$ cat config.mk
export PLATFORM = sky130hd
export DESIGN_NAME = free_reg_stack
export DESIGN_NICKNAME = d
export VERILOG_FILES = /design/src/verilog/rename_arch_pkg.sv /design/src/verilog/free_reg_stack.sv
export SDC_FILE = /design/constraint.sdc
export NUM_CORES = 1
export LEC_CHECK = 0
export BUFFER_PORTS_ARGS = -buffer_cell sky130_fd_sc_hd__buf_4
export CAP_MARGIN = 5
export CORE_MARGIN = 4
export CORE_UTILIZATION = 30
export DETAILED_ROUTE_END_ITERATION = 6
export PLACE_DENSITY_LB_ADDON = 0.05
export SLEW_MARGIN = 20
export SYNTH_ARGS = -nofsm -noshare
export SYNTH_HDL_FRONTEND = slang
export SYNTH_SLANG_ARGS = --single-unit
$ cat constraint.sdc
create_clock -name i_clock -period 10.26 [get_ports i_clock]
set_input_delay 1.539 -clock i_clock [delete_from_list [all_inputs] [get_ports i_clock]]
set_output_delay 1.539 -clock i_clock [all_outputs]
set_load 0.1 [all_outputs]
$ cat src/verilog/rename_arch_pkg.sv
// Register numbering and table types

package rename_arch_pkg;

  // -------------------------------------------------------------------------
  // Sizes
  // -------------------------------------------------------------------------
  localparam int arch_reg_count = 32;
  localparam int ren_reg_count  = 32;
  localparam int table_size     = arch_reg_count + ren_reg_count;

  // Two-wide front end, four operand reads, two result buses
  localparam int rename_width = 2;
  localparam int read_ports   = 4;
  localparam int cdb_ports    = 2;

  // Renames reported per cycle saturate here
  localparam int max_capacity = 3;

  // -------------------------------------------------------------------------
  // Types
  // -------------------------------------------------------------------------
  // One number reaches both banks, 32 and up is the rename bank
  typedef logic [$clog2(table_size)-1:0]    reg_num_t;
  typedef logic [31:0]                      reg_value_t;
  typedef logic [$clog2(ren_reg_count)-1:0] ren_index_t;
  typedef logic [$clog2(ren_reg_count):0]   ren_count_t;
  typedef logic [1:0]                       capacity_t;

  // Table entry, 40 bits
  typedef struct packed {
    reg_value_t value;
    reg_num_t   rrn;
    logic       valid;
    logic       tag;
  } reg_entry_t;

endpackage

$ cat src/verilog/free_reg_stack.sv
// Free rename register stack
`timescale 1ns/1ps

module free_reg_stack
  import rename_arch_pkg::*;
(
  input  logic       i_clock,
  input  logic       i_reset,
  input  capacity_t  i_pop_count,
  output reg_num_t   o_pop_num [rename_width],
  input  logic       i_push [cdb_ports],
  input  reg_num_t   i_push_num [cdb_ports],
  input  logic       i_restore,
  input  ren_count_t i_restore_count,
  output capacity_t  o_capacity
);

  reg_num_t   stack [ren_reg_count];
  ren_count_t level;
  ren_count_t top_0;
  ren_count_t top_1;
  ren_count_t base;

  // -------------------------------------------------------------------------
  // Pop side
  // -------------------------------------------------------------------------
  // Top of stack sits just below level
  assign top_0 = level - ren_count_t'(1);
  assign top_1 = level - ren_count_t'(2);

  assign o_pop_num[0] = stack[ren_index_t'(top_0)];
  assign o_pop_num[1] = stack[ren_index_t'(top_1)];

  assign o_capacity = (level > ren_count_t'(max_capacity)) ?
                      capacity_t'(max_capacity) : capacity_t'(level);

  // Level after pops and restore, pushes land from here up
  always_comb begin
    base = level - ren_count_t'(i_pop_count);
    if (i_restore) begin
      // Speculative numbers are still in place above the level
      base = base + i_restore_count;
    end
  end

  // -------------------------------------------------------------------------
  // Stack update
  // -------------------------------------------------------------------------
  always_ff @(posedge i_clock) begin
    if (i_reset) begin
      for (int i = 0; i < ren_reg_count; i++) begin
        stack[i] <= reg_num_t'(arch_reg_count + i);
      end
      level <= ren_count_t'(ren_reg_count);
    end else begin
      if (i_push[0]) begin
        stack[ren_index_t'(base)] <= i_push_num[0];
      end
      if (i_push[1]) begin
        stack[ren_index_t'(base + ren_count_t'(i_push[0]))] <= i_push_num[1];
      end
      level <= base + ren_count_t'(i_push[0]) + ren_count_t'(i_push[1]);
    end
  end

  // Caller must not rename past the capacity it was shown
  assert property (@(posedge i_clock) disable iff (i_reset)
    ren_count_t'(i_pop_count) <= level);

  // Frees and restores never return more numbers than exist
  assert property (@(posedge i_clock) disable iff (i_reset)
    level <= ren_count_t'(ren_reg_count));

endmodule

# Word level (Yosys, flattened, before mapping)
# Memories as Yosys holds them, arrays and structs flattened.
# Cells that the tools add are included.
[totals]
regBits = 6
mem_bits_rw = 192
inputBits = 25
output_inout_bits = 14
memories = 1
[mem_list]
columns = ["name", "words", "word_bits", "read_ports", "rd_clocked_by_memory_dff", "wr", "line", "rtl"]
rows = [
  ["stack", 32, 6, 2, 0, 32, "free_reg_stack.sv:18", "reg_num_t stack [ren_reg_count];"],
]
[classes]
n_addsub = 6
magnitude_cmp = 1
muxes = 16
n_reduce_logical = 2
[ops]
columns = ["cell", "count"]
rows = [
  ["$mux W6", 3],
  ["$add A6 B1 Y6", 2],
  ["$reduce_or A6 Y1", 2],
  ["$mux W1", 10],
  ["$mux W5", 2],
  ["$add A6 B6 Y6", 1],
  ["$gt A6 B2 Y1 const B", 1],
  ["$sub A6 B2 Y6", 1],
  ["$sub A5 B1 Y5 const B", 1],
  ["$sub A5 B2 Y5 const B", 1],
  ["$mux W2", 1],
]

# Longest topological paths before layout
[logic_depth]
depth_word = 5
depth_mapped = 22
mapped_depth_nobuf = 16

# Worst setup path after synthesis
# OpenSTA, ideal clock, no wires.
[synth_timing]
path_kind = "register to output"
startpoint = "register level[0]"
endpoint = "output port o_pop_num[10] (netlist name)"
arrival_time_ns = 4.129
required_time_ns = 8.721
path_slack_ns = 4.592
stages_incl_launch_ff = 11
n_path_buf = 5
cell_sequence = "dfxtp_1 > clkbuf_1 > clkbuf_1 > clkbuf_1 > inv_1 > ha_1 > buf_2 > buf_1 > mux4_2 > mux4_2 > mux2_2"
[synth_rtl]
columns = ["element", "line", "rtl"]
rows = [
  ["start: declaration", "free_reg_stack.sv:19", "ren_count_t level;"],
  ["start signal: assignment", "free_reg_stack.sv:54", "level <= ren_count_t'(ren_reg_count);"],
  ["start signal: assignment", "free_reg_stack.sv:62", "level <= base + ren_count_t'(i_push[0]) + ren_count_t'(i_push[1]);"],
  ["end: declaration", "free_reg_stack.sv:10", "output reg_num_t o_pop_num [rename_width],"],
]

==> flow_summary.yaml <==
outcome:
  outcome: "finished clean"
drt:
  viasPerCell: 5.797
  dr.pass1.iters: 5
  drc: 0
  finalWirelength_um: 55170
  drt_iter0_drc: 934
  vias: 10018
  ant_nets: 0
  wl_per_cell_um: 31.93
cts:
  tritoncts: "yes"
  clockBufferDepth: 2
  htree_levels: 4
  cts_root_buffer: "clkbuf_16"
  post_cts_buffers: 0
  ctsResizeCount: 0
  cts_buffers: 17
  clkLatencyLatePin_ns: 0.47
  hold_buffers: 0
  cts.clk_slew.worst_paths_ns: 0.08
  cts.sinks: 198
synthesis:
  synth_edf_count: 192
  netlist_area_um2: 13060
  async_flop_share: 0
  synth_seq_area_share: 0.4508
  yosysWarnings: 0
  synth_seq_cells: 198
  syn_avg_cell_area_um2: 11.34
  ys_types: 48
  netlist_instances: 1151
  synth_fp_nets: 1192
  synth-main-ff-cell: "edfxtp_1"
finish:
  fill_cells: 4305
  layout_common_cells: "192 x edfxtp_1, 120 x mux4_2, 116 x nand2_1"
  post-route-util: 0.3350
  syn_to_final_growth_pct: 10.54
  num_antenna_cells: 0
  drive_gt1_frac: 0.2257
  layout_commonest_cell: "edfxtp_1"
  layout.nets: 1173
sta:
  finalHoldViolCount: 0
  slew-limit-headroom: 0.2369
  tns_ns: 0
  clock_skew_ns: 0.01060
  holdWs_ns: 0.8760
  finalCritPeriodShare: 0.5936
  max_freq_mhz: 164.2
  tightest_slew_ns: 1.143
  min_period_ns: 6.091
  finalMaxSlewViolations: 0
  rsz0062_at_grt: "no"
  setup_viol: 0
min_path:
  hold_path.class: "reg -> reg"
die:
  core_area_um2: 43080
  fp.dieW_um: 216.6
  num_rows: 76
  die_h_um: 216.6
  initial_core_util: 0.3031
  die_area_um2: 46920
  ios: 39
worst_setup_path:
  path_max_fanout: 52
  slowest_stage: "buf_4"
  end_kind: "output port"
  worst-path-buf-inv: 4
  worst_ep_required_time_ns: 8.72
  crit_family: "buffers and inverters"
  path_class: "reg -> out"
  crit_arrival_ns: 4.55
  max_stage_delay_ns: 0.71
  path_cells: "buf_4 > inv_1 > ha_4 > buf_6 > mux4_2 > mux4_2 > mux2_2 > buf_4"
  critPathLaunchType: "flop"
pwr:
  power.density_nw_per_um2: 307.2
  p_leak_nw: 4.132
  peakVddDrop_mv: 0.3100
grt:
  grt_max_degree: 61
  grt_pass1_wl_um: 75820
  antenna_found_initial: 3
  grt.total_usage: 0.2325
  overflow: 0
  grt_pass1_vias: 9542
placement:
  io_buffers: 38
  hpwl_um: 37810
  gp_congestion: 0.8877
job:
  cap_viol_max_count: 0
worst paths after layout:
path                  from            end  slack, ns  cells after the start
setup / recovery  level[1]  o_pop_num[11]       4.17                      8
hold / removal    level[5]       level[5]       0.88                      4
setup reg to reg  level[0]   stack[27][3]       4.68                     15
hold reg to reg   level[5]       level[5]       0.88                      4
logic make-up (layout without fill, tap and decap cells):
family,Yosys count,count (layout),share of synthesized area
compound gates,214,214,0.09305
xor+xnor,21,21,0.01466
flops,198,198,0.4508
buf+inv,132,124,0.04226
fa+ha+maj,16,16,0.01648
simple gates,427,427,0.1564
mux,143,143,0.2264
sequential cells by signal, indices dropped and copies added, names as in the netlist:
name / flops
stack: 192
level: 6
routing by layer:
| layer | up-vias | share of wire | track usage | routed length [um] |
|---|---|---|---|---|
| met4 | 4 | 0.027 | 0.06934 | 1498 |
| met3 | 70 | 0.062 | 0.04599 | 3404 |
| met2 | 378 | 0.48 | 0.3833 | 26420 |
| met1 | 5161 | 0.43 | 0.3120 | 23820 |
| met5 | - | 0.00042 | 0 | 23 |
| li1 | 4405 | - | - | - |
area by class of cell:
cell class / instances / area, um2 / share of cell area
tap: 585 / 732.0 / 0.05072
clock buffer: 19 / 432.9 / 0.03000
sequential: 198 / 5891 / 0.4081
clock inverter: 11 / 110.1 / 0.007629
multi-input combinational: 821 / 6655 / 0.4611
inverter: 26 / 97.59 / 0.006762
timing repair buffer: 68 / 514.2 / 0.03563
cells in the mapped netlist, types with 12 or more instances:
cell type | instances | share of area
nand2_1 | 116 | 0.033
inv_1 | 22 | 0.0063
o21ai_0 | 54 | 0.021
buf_1 | 12 | 0.0034
nor3_1 | 86 | 0.033
a31oi_1 | 34 | 0.016
clkbuf_1 | 66 | 0.019
nor2_1 | 96 | 0.028
xnor2_1 | 13 | 0.0087
buf_2 | 24 | 0.0092
o31ai_1 | 16 | 0.0092
nand3_1 | 48 | 0.018
nor3b_1 | 13 | 0.0075
mux4_2 | 120 | 0.21
or3_1 | 16 | 0.0077
ha_1 | 14 | 0.013
a21oi_1 | 87 | 0.033
mux2_2 | 18 | 0.016
edfxtp_1 | 192 | 0.44
stage by stage:
step	power (mW)	instances	worst slack, ns	cell area [um2]
finish	4.434	1728	4.169	14430
global route	4.595	1728	3.940	14430
global placement	3.765	1698	4.148	13880
CTS	4.437	1728	3.854	14420
floorplan	2.921	1151	4.592	13060
detailed placement	3.755	1698	4.103	13880
where the power goes:
| part | internal (mW) | switching [mW] |
|---|---|---|
| clock network | 0.354 | 0.329 |
| registers | 0.981 | 0.0702 |
| logic | 0.876 | 1.82 |
| total | 2.21 | 2.22 |
worst register-to-register path, delay by kind of cell (launching register included):
kind | cells | cell delay, ns
fa+ha+maj | 4 | 1.45
compound gates | 1 | 0.24
xor+xnor | 1 | 0.15
flops | 1 | 0.80
mux | 1 | 0.39
buf+inv | 5 | 0.75
simple gates | 3 | 1.49
Power figures use the tool's default switching activity.
